### src/include/stm_macros.svh
/*
 * STM engine sizing: transducers per point, table capacity,
 * drive word width and point FIFO depth
 */

`ifndef STM_MACROS_SVH
`define STM_MACROS_SVH

`default_nettype none

`define STM_NUM_TR      8   // transducers per point
`define STM_MAX_POINTS  16  // gain points held in the table
`define STM_WIDTH       13  // ultrasound period width
`define STM_FIFO_DEPTH  4   // also the initial credit count

`default_nettype wire

`endif

### src/rtl/stm_data_pkg.sv
/*
 * STM datapath types: host table writes, fetched table entries
 * and the drive words handed to the PWM stage
 */

`include "stm_macros.svh"

`default_nettype none

package stm_data_pkg;

    // host write port into the point table
    typedef struct packed {
        logic        en;
        logic [6:0]  addr;  // point * STM_NUM_TR + transducer
        logic [15:0] data;  // duty in upper byte, phase in lower
    } cpu_wr_t;

    // one table entry on its way to the gain operator
    typedef struct packed {
        logic [3:0] point;
        logic [2:0] tr;
        logic [7:0] duty8;
        logic [7:0] phase8;
        logic       first;
        logic       last;
    } stm_entry_t;

    // scaled word for one transducer
    typedef struct packed {
        logic [3:0]            point;
        logic [2:0]            tr;
        logic [`STM_WIDTH-1:0] duty;
        logic [`STM_WIDTH-1:0] phase;
        logic                  start;
        logic                  done;
    } drive_t;

endpackage

`default_nettype wire

### src/rtl/stm_ctrl_pkg.sv
/*
 * STM control encodings: fetch FSM states and gain entry formats
 */

`default_nettype none

package stm_ctrl_pkg;

    typedef enum logic {
        FETCH_IDLE,
        FETCH_READ
    } fetch_state_e;

    // legacy tables carry half-scale duty
    typedef enum logic {
        FMT_FULL,
        FMT_LEGACY
    } gain_fmt_e;

endpackage

`default_nettype wire

### src/rtl/stm_fetch.sv
/*
 * STM fetcher: point table, tick sampler and credit-limited
 * read FSM pushing one entry per transducer into the point FIFO
 */

`include "stm_macros.svh"

`default_nettype none

module stm_fetch
    import stm_data_pkg::*, stm_ctrl_pkg::*;
(
    input  logic       clk,
    input  logic       rst,
    input  cpu_wr_t    cpu_wr,
    input  logic       stm_en,
    input  logic [3:0] cycle,
    input  logic [15:0] freq_div,
    input  logic       credit_ret,
    output stm_entry_t entry,
    output logic       entry_push,
    output logic [3:0] idx
);

    localparam int NUM_ENTRIES = `STM_MAX_POINTS * `STM_NUM_TR;
    localparam int CREDIT_W    = $clog2(`STM_FIFO_DEPTH + 1);

    logic [15:0]         table_mem [NUM_ENTRIES];
    logic [6:0]          rd_addr;
    logic [15:0]         rd_data;

    logic [15:0]         tick_cnt;
    logic                running;
    logic                adv;
    logic                req;
    logic [3:0]          idx_nxt;
    logic [3:0]          req_idx;

    fetch_state_e        state;
    logic [3:0]          cur_point;
    logic [2:0]          tr;
    logic                pending;
    logic [3:0]          pending_idx;
    logic [CREDIT_W-1:0] credits;

    always_ff @(posedge clk) begin
        if (cpu_wr.en) begin
            table_mem[cpu_wr.addr] <= cpu_wr.data;
        end
    end

    // sampler
    assign idx_nxt = (idx >= cycle) ? 4'd0 : idx + 4'd1;
    assign adv     = stm_en && (tick_cnt == freq_div - 16'd1);
    assign req     = stm_en && (!running || adv);
    assign req_idx = adv ? idx_nxt : idx;

    always_ff @(posedge clk) begin
        if (rst || !stm_en) begin
            tick_cnt <= '0;
            idx      <= '0;
            running  <= 1'b0;
        end else begin
            running <= 1'b1;
            if (adv) begin
                tick_cnt <= '0;
                idx      <= idx_nxt;
            end else begin
                tick_cnt <= tick_cnt + 16'd1;
            end
        end
    end

    // read FSM, one transducer per credit
    assign entry_push = (state == FETCH_READ) && (credits != '0);

    always_ff @(posedge clk) begin
        if (rst) begin
            state   <= FETCH_IDLE;
            tr      <= '0;
            pending <= 1'b0;
        end else begin
            case (state)
                FETCH_IDLE: begin
                    if (req || pending) begin
                        state     <= FETCH_READ;
                        cur_point <= req ? req_idx : pending_idx;
                        tr        <= '0;
                        pending   <= 1'b0;
                    end
                end
                FETCH_READ: begin
                    if (req) begin  // newest point wins
                        pending     <= 1'b1;
                        pending_idx <= req_idx;
                    end
                    if (entry_push) begin
                        tr <= tr + 3'd1;
                        if (tr == 3'(`STM_NUM_TR - 1)) begin
                            state <= FETCH_IDLE;
                        end
                    end
                end
                default: state <= FETCH_IDLE;
            endcase
        end
    end

    always_ff @(posedge clk) begin
        if (rst) begin
            credits <= CREDIT_W'(`STM_FIFO_DEPTH);
        end else begin
            credits <= credits - CREDIT_W'(entry_push) + CREDIT_W'(credit_ret);
        end
    end

    assign rd_addr = 7'(cur_point * `STM_NUM_TR) + 7'(tr);
    assign rd_data = table_mem[rd_addr];

    always_comb begin
        entry.point  = cur_point;
        entry.tr     = tr;
        entry.duty8  = rd_data[15:8];
        entry.phase8 = rd_data[7:0];
        entry.first  = (tr == 3'd0);
        entry.last   = (tr == 3'(`STM_NUM_TR - 1));
    end

endmodule

`default_nettype wire

### src/rtl/stm_point_fifo.sv
/*
 * Point FIFO: circular store with a registered head entry,
 * sized so the fetcher's credits can never overrun it
 */

`include "stm_macros.svh"

`default_nettype none

module stm_point_fifo
    import stm_data_pkg::*;
(
    input  logic       clk,
    input  logic       rst,
    input  stm_entry_t entry,
    input  logic       push,
    input  logic       pop,
    output stm_entry_t head,
    output logic       head_valid
);

    localparam int PTR_W = $clog2(`STM_FIFO_DEPTH);
    localparam int CNT_W = $clog2(`STM_FIFO_DEPTH + 1);

    stm_entry_t       mem [`STM_FIFO_DEPTH];
    logic [PTR_W-1:0] wptr;
    logic [PTR_W-1:0] rptr;
    logic [CNT_W-1:0] count;  // entries behind the head
    logic             load;

    // refill head when empty or consumed
    assign load = (count != '0) && (!head_valid || pop);

    always_ff @(posedge clk) begin
        if (push) begin
            mem[wptr] <= entry;
        end
        if (load) begin
            head <= mem[rptr];
        end
    end

    always_ff @(posedge clk) begin
        if (rst) begin
            wptr       <= '0;
            rptr       <= '0;
            count      <= '0;
            head_valid <= 1'b0;
        end else begin
            if (push) begin
                wptr <= (wptr == PTR_W'(`STM_FIFO_DEPTH - 1)) ? '0 : wptr + 1'b1;
            end
            if (load) begin
                rptr <= (rptr == PTR_W'(`STM_FIFO_DEPTH - 1)) ? '0 : rptr + 1'b1;
            end
            count <= count + CNT_W'(push) - CNT_W'(load);
            if (load) begin
                head_valid <= 1'b1;
            end else if (pop) begin
                head_valid <= 1'b0;
            end
        end
    end

endmodule

`default_nettype wire

### src/rtl/stm_gain_operator.sv
/*
 * STM gain operator: scales 8-bit duty and phase to the ultrasound
 * period and streams drive words with valid/ready handshake
 */

`include "stm_macros.svh"

`default_nettype none

module stm_gain_operator
    import stm_data_pkg::*, stm_ctrl_pkg::*;
(
    input  logic                  clk,
    input  logic                  rst,
    input  stm_entry_t            head,
    input  logic                  head_valid,
    input  gain_fmt_e             fmt,
    input  logic [`STM_WIDTH-1:0] ult_cycle,
    input  logic                  drive_ready,
    output logic                  pop,
    output logic                  credit_ret,
    output drive_t                drive,
    output logic                  drive_valid
);

    localparam int W      = `STM_WIDTH;
    localparam int PROD_W = 8 + W;

    logic [PROD_W-1:0] duty_prod;
    logic [PROD_W-1:0] phase_prod;
    drive_t            drive_nxt;

    // take a new entry when the output slot is free or draining
    assign pop        = head_valid && (!drive_valid || drive_ready);
    assign credit_ret = pop;  // slot freed in the FIFO

    assign duty_prod  = head.duty8 * ult_cycle;
    assign phase_prod = head.phase8 * ult_cycle;

    always_comb begin
        drive_nxt.point = head.point;
        drive_nxt.tr    = head.tr;
        if (fmt == FMT_LEGACY) begin
            drive_nxt.duty = W'(duty_prod >> 9);
        end else begin
            drive_nxt.duty = W'(duty_prod >> 8);
        end
        drive_nxt.phase = W'(phase_prod >> 8);
        drive_nxt.start = head.first;
        drive_nxt.done  = head.last;
    end

    always_ff @(posedge clk) begin
        if (rst) begin
            drive_valid <= 1'b0;
        end else if (pop) begin
            drive_valid <= 1'b1;
        end else if (drive_ready) begin
            drive_valid <= 1'b0;
        end
    end

    // held while stalled
    always_ff @(posedge clk) begin
        if (pop) begin
            drive <= drive_nxt;
        end
    end

endmodule

`default_nettype wire

### src/rtl/stm_operator.sv
/*
 * STM gain path top: fetcher, point FIFO and gain operator
 * joined by credit flow control
 */

`include "stm_macros.svh"

`default_nettype none

module stm_operator
    import stm_data_pkg::*, stm_ctrl_pkg::*;
(
    input  logic                  clk,
    input  logic                  rst,
    input  cpu_wr_t               cpu_wr,
    input  logic                  stm_en,
    input  logic [3:0]            cycle,
    input  logic [15:0]           freq_div,
    input  gain_fmt_e             fmt,
    input  logic [`STM_WIDTH-1:0] ult_cycle,
    input  logic                  drive_ready,
    output drive_t                drive,
    output logic                  drive_valid,
    output logic [3:0]            idx
);

    stm_entry_t entry;
    stm_entry_t head;
    logic       entry_push;
    logic       head_valid;
    logic       pop;
    logic       credit_ret;

    stm_fetch stm_fetch (
        .clk        (clk),
        .rst        (rst),
        .cpu_wr     (cpu_wr),
        .stm_en     (stm_en),
        .cycle      (cycle),
        .freq_div   (freq_div),
        .credit_ret (credit_ret),
        .entry      (entry),
        .entry_push (entry_push),
        .idx        (idx)
    );

    stm_point_fifo stm_point_fifo (
        .clk        (clk),
        .rst        (rst),
        .entry      (entry),
        .push       (entry_push),
        .pop        (pop),
        .head       (head),
        .head_valid (head_valid)
    );

    stm_gain_operator stm_gain_operator (
        .clk         (clk),
        .rst         (rst),
        .head        (head),
        .head_valid  (head_valid),
        .fmt         (fmt),
        .ult_cycle   (ult_cycle),
        .drive_ready (drive_ready),
        .pop         (pop),
        .credit_ret  (credit_ret),
        .drive       (drive),
        .drive_valid (drive_valid)
    );

endmodule

`default_nettype wire

### config.mk
export PLATFORM = sky130hd
export DESIGN_NAME = stm_operator
export DESIGN_NICKNAME = d
export VERILOG_FILES = /design/src/rtl/stm_data_pkg.sv /design/src/rtl/stm_ctrl_pkg.sv /design/src/rtl/stm_fetch.sv /design/src/rtl/stm_point_fifo.sv /design/src/rtl/stm_gain_operator.sv /design/src/rtl/stm_operator.sv
export VERILOG_INCLUDE_DIRS = /design/src /design/src/include
export SDC_FILE = /design/constraint.sdc
export NUM_CORES = 2
export LEC_CHECK = 0
export BUFFER_PORTS_ARGS = -buffer_cell sky130_fd_sc_hd__buf_2
export CAP_MARGIN = 20
export CORE_MARGIN = 8
export CORE_UTILIZATION = 48
export DETAILED_ROUTE_END_ITERATION = 7
export HOLD_SLACK_MARGIN = 0.1
export PLACE_DENSITY = 0.74
export SLEW_MARGIN = 15
export SYNTH_ARGS = -nofsm -noshare
export SYNTH_HDL_FRONTEND = slang
export SYNTH_HIERARCHICAL = 1
export SYNTH_SLANG_ARGS = --single-unit
### constraint.sdc
create_clock -name clk -period 7.2 [get_ports clk]
set_clock_uncertainty 0.15 [all_clocks]
set_input_delay 1.8 -clock clk [delete_from_list [all_inputs] [get_ports clk]]
set_output_delay 1.8 -clock clk [all_outputs]
set_load 0.05 [all_outputs]
* Word level (Yosys, flattened, before mapping) *
Memories as Yosys holds them, arrays and structs flattened. A register that Yosys moved wholly into a read port is not among the register bits.
Index checks and enable logic that the tools add are counted.

cells by class
  eq/ne operators = 7
  reductions and logical operators = 24
  bitwise logic cells = 2
  multiply operators = 2
  magnitude comparators = 1
  multiplexer cells = 25
  $add $sub $neg = 11

operators with widths
  operator               count
  $mul 8x13->21          2
  $add 16x1->16 const B  1
  $eq 16x16->1           1
  $sub 16x1->16 const B  1
  $mux 1                 14
  $mux 12                1
  $mux 4                 3
  $add 7x3->7            1
  $add 3x1->3            2
  $mux 3                 2
  $ne 2x1->1 const B     3
  $pmux 3 s2             1
  $reduce_and 2->1       3
  $reduce_bool 3->1      2
  $sub 3x1->3            2
  $logic_and 1x1->1      5
  $logic_or 1x1->1       5
  $add 2x1->2 const B    2
  $add 4x1->4 const B    1
  $eq 2x2->1 const B     2
  $ge 4x4->1             1
  $logic_not 1->1        4
  $mux 2                 2
  $pmux 1 s2             2
  other kinds (7)        9

storage, ports and cells
  bits of input ports = 62
  memories = 2
  bits in registers = 81
  bits in writable memories = 2,148
  logic and storage cells = 95

memories
  name                 depth  width  read ports  clocked after memory_dff  write ports  line                  RTL
  stm_fetch.table_mem  128    16     1           0                         1            stm_fetch.sv:28       logic [15:0] table_mem [NUM_ENTRIES];
  stm_point_fifo.mem   4      25     1           1                         1            stm_point_fifo.sv:25  stm_entry_t mem [`STM_FIFO_DEPTH];

* Longest topological paths before layout *
  depth in word-level cells = 8
  depth in mapped cells = 18
  depth with buffers taken out = 16

* By module *
The synthesis kept the hierarchy.

by module, submodules not included
  module             cells an instance  times used  sequential area each (sq um)  area an instance (sq um)
  stm_fetch          3,333              1           62,319.8                      80,472.2
  stm_gain_operator  847                1           1,071.0                       7,807.5
  stm_point_fifo     204                1           3,913.8                       4,810.9

* Worst setup path before layout *
OpenSTA, ideal clock, no wires.

  path type = input-to-reg
  start point = input drive_ready
  end point = register stm_point_fifo.count[2]
  data arrival time = 7.565 ns
  required time = 6.972 ns
  path slack = -0.593 ns
  buffers on the path = 1
  stages = 13
  cells stage by stage = inv_1 a21boi_0 buf_4 nor2b_1 nor2_1 ha_1 inv_1 ha_1 inv_1 fa_1 xor2_1 and2_1 nor3_1

between the ends
  cells in the longest elaborated chain, start to end = 5

ends and longest elaborated chain
  item                     line                     RTL
  start: declaration       stm_operator.sv:21       input logic drive_ready,
  $logic_or 1x1->1         stm_gain_operator.sv:34  assign pop = head_valid && (!drive_valid || drive_ready);
  $logic_and 1x1->1        stm_gain_operator.sv:34
  via credit_ret           stm_operator.sv:32       logic credit_ret;
  $logic_or 1x1->1         stm_point_fifo.sv:32     assign load = (count != '0) && (!head_valid || pop);
  $logic_and 1x1->1        stm_point_fifo.sv:32
  via stm_point_fifo.load  stm_point_fifo.sv:29     logic load;
  $sub 3x1->3              stm_point_fifo.sv:56     count <= count + CNT_W'(push) - CNT_W'(load);
  end signal: assignment   stm_point_fifo.sv:56
  end: declaration         stm_point_fifo.sv:28     logic [CNT_W-1:0] count;

The timed path passes the listed nets, and every way through them passes these cells.
A chain may end at the register's enable or synchronous reset.

==> results.toml <==
[worst_setup_path]
rr_startpoint = "stm_point_fifo/head[12]"
crit_chain = "buf_2, and2_1, fa_1, fa_1, fa_1, inv_1, fa_1, inv_1, ha_1, and3_1, a221o_1, a311oi_1, a21oi_1, xnor2_1, a211oi_1"
crit_start = "ult_cycle[7]"
crit_type = "input port to register"
end_kind = "register"
worstReg2RegEnd = "stm_gain_operator/drive[26]"
critPathTopFamily = "adder cells"
critical_path.most_common_cell = "fa_1"
start_kind = "input port"
crit_arrival_ns = 6.13
critPathRequiredTime_ns = 7.59
r2r_slack_ns = 1.93
cp_slowest_cell = "fa_1"
worst-path-buf-inv = 3
r2r_cells = 14
cp_slowest_stage_delay_ns = 0.55
path_max_fanout = 16

[timing]
tightest_slew_ns = 1.130
relSlewSlack_pct = 24.66
setup-violations-final = 0
hold_viol = 0
fin_crit_ns = 5.740
max_freq_mhz = 174.2
rsz0062_at_grt = "false"
fin_crit_sh_pct = 79.72
slew_viol_final = 0
tns_ns = 0
fin_ws_ns = 1.460

[power]
switchingPower_mw = 12.75
pwr-share-seq_pct = 38.7
vdd_drop_max_mv = 0.8519
swShare_pct = 31.71
clockPowerShare_pct = 28.6
p_leak_nw = 33.30
combPwrFrac_pct = 32.7
powerDensity_nw_per_um2 = 383.8
intPower_mw = 27.45

[placed_design]
place_ws_ns = 0.6649
gp_congestion = 0.8119
port_buffers = 101
dp_hpwl_um = 124200

[final_layout]
drive_above_1_share_pct = 27.88
multi_input_comb_area_sq_um = 24350
fillers = 14090
syn2layout_area_growth_pct = 12.50
regArea_sq_um = 67320
layout.nets = 4939
fin_util_pct = 54.38

[global_routing]
grt_max_degree = 132
grtUsageMet2_pct = 31.61
top_usage_layer = "met2"
met1_usage_pct = 27.50
grt_pass1_vias = 46080
grt_overflow = 0
met3_usage_pct = 3.976
grt_first_pass_wirelength_um = 308300
gr-usage-all-layers_pct = 19.63
antenna_found_initial = 15

[outcome]
status = "finished clean"

[cts]
clock-sinks = 2254
cts_setup_buffers = 0
cts_buffers = 213
cts_max_level = 4
cts-root-buf = "clkbuf_16"
clk_pin_slew_ns = 0.06
clkLatencyLatePin_ns = 0.86
clockBufferDepth = 3
hold_buffers = 0
cts.repair.resized = 0
cts_tree = "built"

[floorplan]
pin_count = 102
rows = 161
design.core.area_sq_um = 192600
fp.dieW_um = 456.4
fp.dieH_um = 456.4
initial_core_util_pct = 48.34
die-area_sq_um = 208300

[synth]
syn_area_per_cell_sq_um = 21.23
syn_nets = 4673
netlist_instances = 4384
ys_types = 73
synth_edf_count = 2216
synth.yosys.seq_area_share_pct = 72.30
ys.flop_type = "edfxtp_1"
yosysWarnings = 6
ys_ff_latch = 2254
async_flop_share_pct = 0
synthesis.area_sq_um = 93090

[routing]
first_iter_violations = 4998
wl_per_cell_um = 28.29
drtPass1Iterations = 6
finalWirelength_um = 208100
vias = 44890
vias_per_cell = 6.101
drc = 0
final_antenna_net_count = 0

[job]
max_cap_viol_count = 0

[min_path]
hold_path_end = "stm_gain_operator/drive[0]"
whs_path_depth = 0
min_path_type = "register to register"
hold_start = "stm_point_fifo/head[0]"
==> worst max-delay path by stage <==
stage,to,cells after the start
2_1_floorplan,stm_point_fifo/count[2],13
3_3_place_gp,stm_gain_operator/drive[26],15
3_5_place_dp,stm_gain_operator/drive[26],15
4_1_cts,stm_gain_operator/drive[26],15
5_1_grt,stm_gain_operator/drive[26],15
6_report,stm_gain_operator/drive[26],15
==> power by group through the flow <==
| stage | Clock (mW) | Combinational [mW] | Sequential, mW |
|---|---|---|---|
| global route | 12.2 | 14.7 | 15.6 |
| detailed placement | 0 | 13.2 | 15.8 |
| floorplan | 0 | 9.93 | 15.9 |
| CTS | 11.7 | 13.2 | 15.6 |
| finish | 11.5 | 13.1 | 15.6 |
| global placement | 0 | 12.8 | 15.8 |
==> layout make-up <==
type / count / area share (%)
clock inverters: 142 / 1.627
multi-input cells: 1728 / 23.25
well taps: 2526 / 3.018
repair buffers: 272 / 1.890
clock buffers: 247 / 5.272
flip-flops and latches: 2254 / 64.28
diodes: 8 / 0.01912
inverters: 181 / 0.6487
==> logic make-up (layout without fill, tap and decap cells) <==
kind of cell               count (synthesis)  after routing  share of synthesized area (%)
AOI/OAI and AO/OA                        146            146                          1.118
buffers and inverters                    402            842                          1.668
xor gates and xnor gates                  53             53                         0.4986
adders and majority gates                227            227                          4.116
other                                      0              8                              0
muxes                                    732            732                          17.28
DFF                                     2254           2254                          72.30
and+or+nand+nor                          570            570                          3.020
==> Yosys cell counts (all sizes together), types with 8 or more instances <==
master  instances  share of area, %
edfxtp       2216                71
mux4          697                17
inv           181              0.73
nor2          176              0.71
clkbuf        152              0.61
and2          139              0.93
fa            132               2.8
nand2         117              0.47
ha             95               1.3
buf            69              0.33
a21oi          43              0.24
dfxtp          38              0.82
nand3          31              0.17
xnor2          29              0.27
nor3           27              0.15
mux2           24              0.29
xor2           24              0.23
o21ai          20              0.12
nor2b          16              0.11
a211oi         11             0.094
mux2i          11              0.12
and3           10             0.067
nand4          10             0.067
a21o            9             0.073
nand2b          9             0.060
nand3b          9             0.073
o21bai          8             0.065
==> metal layers <==
metal  wire length (um)  vias to the layer above
met4               5859                        6
met2             100800                     2153
li1                   -                    18400
met3              18290                      314
met1              83130                    24020
met5                 41                        -
==> cell usage in the layout (no fill, tap or decap), types with 10 or more instances in the layout <==
master	synthesis	final
edfxtp_1	2216	2216
mux4_2	696	696
clkbuf_16	0	216
inv_1	181	181
buf_4	1	175
nor2_1	176	156
and2_1	139	139
fa_1	132	132
nand2_1	117	117
ha_1	95	95
buf_2	8	85
clkinv_1	0	49
a21oi_1	41	41
clkinv_2	0	35
bufinv_16	0	34
dfxtp_1	38	34
clkbuf_1	152	31
nand3_1	31	31
xnor2_1	29	29
xor2_1	24	24
mux2_2	21	21
nor2_2	0	20
nor3_1	26	17
nor2b_1	16	16
o21ai_0	15	15
buf_12	0	12
mux2i_1	11	11
nand4_1	10	10
a211oi_1	10	10
and3_1	10	10
==> flip-flops by register name, summed over array words and instances, names as in the netlist, 3 cells and up <==
signal and flops:
stm_point_fifo/count 3, stm_point_fifo/head 25, stm_fetch/table_mem 2048, stm_point_fifo/mem 100
stm_fetch/credits 3, stm_fetch/idx 4, stm_fetch/tr 3, stm_gain_operator/drive 35
stm_fetch/pending_idx 4, stm_fetch/cur_point 4, stm_fetch/tick_cnt 16
==> metrics by stage <==
stage	hold slack (ns)	instances	power [mW]	cell area (sq um)
6_report	0.2760	7358	40.20	104700
5_1_grt	0.3030	7351	42.49	104700
2_1_floorplan	0.2503	4384	25.86	93090
3_5_place_dp	0.2618	6961	29.00	97480
3_3_place_gp	0.2574	6961	28.61	97480
4_1_cts	0.2821	7350	40.49	104700
Note: power is estimated with default switching activity, not from simulation.
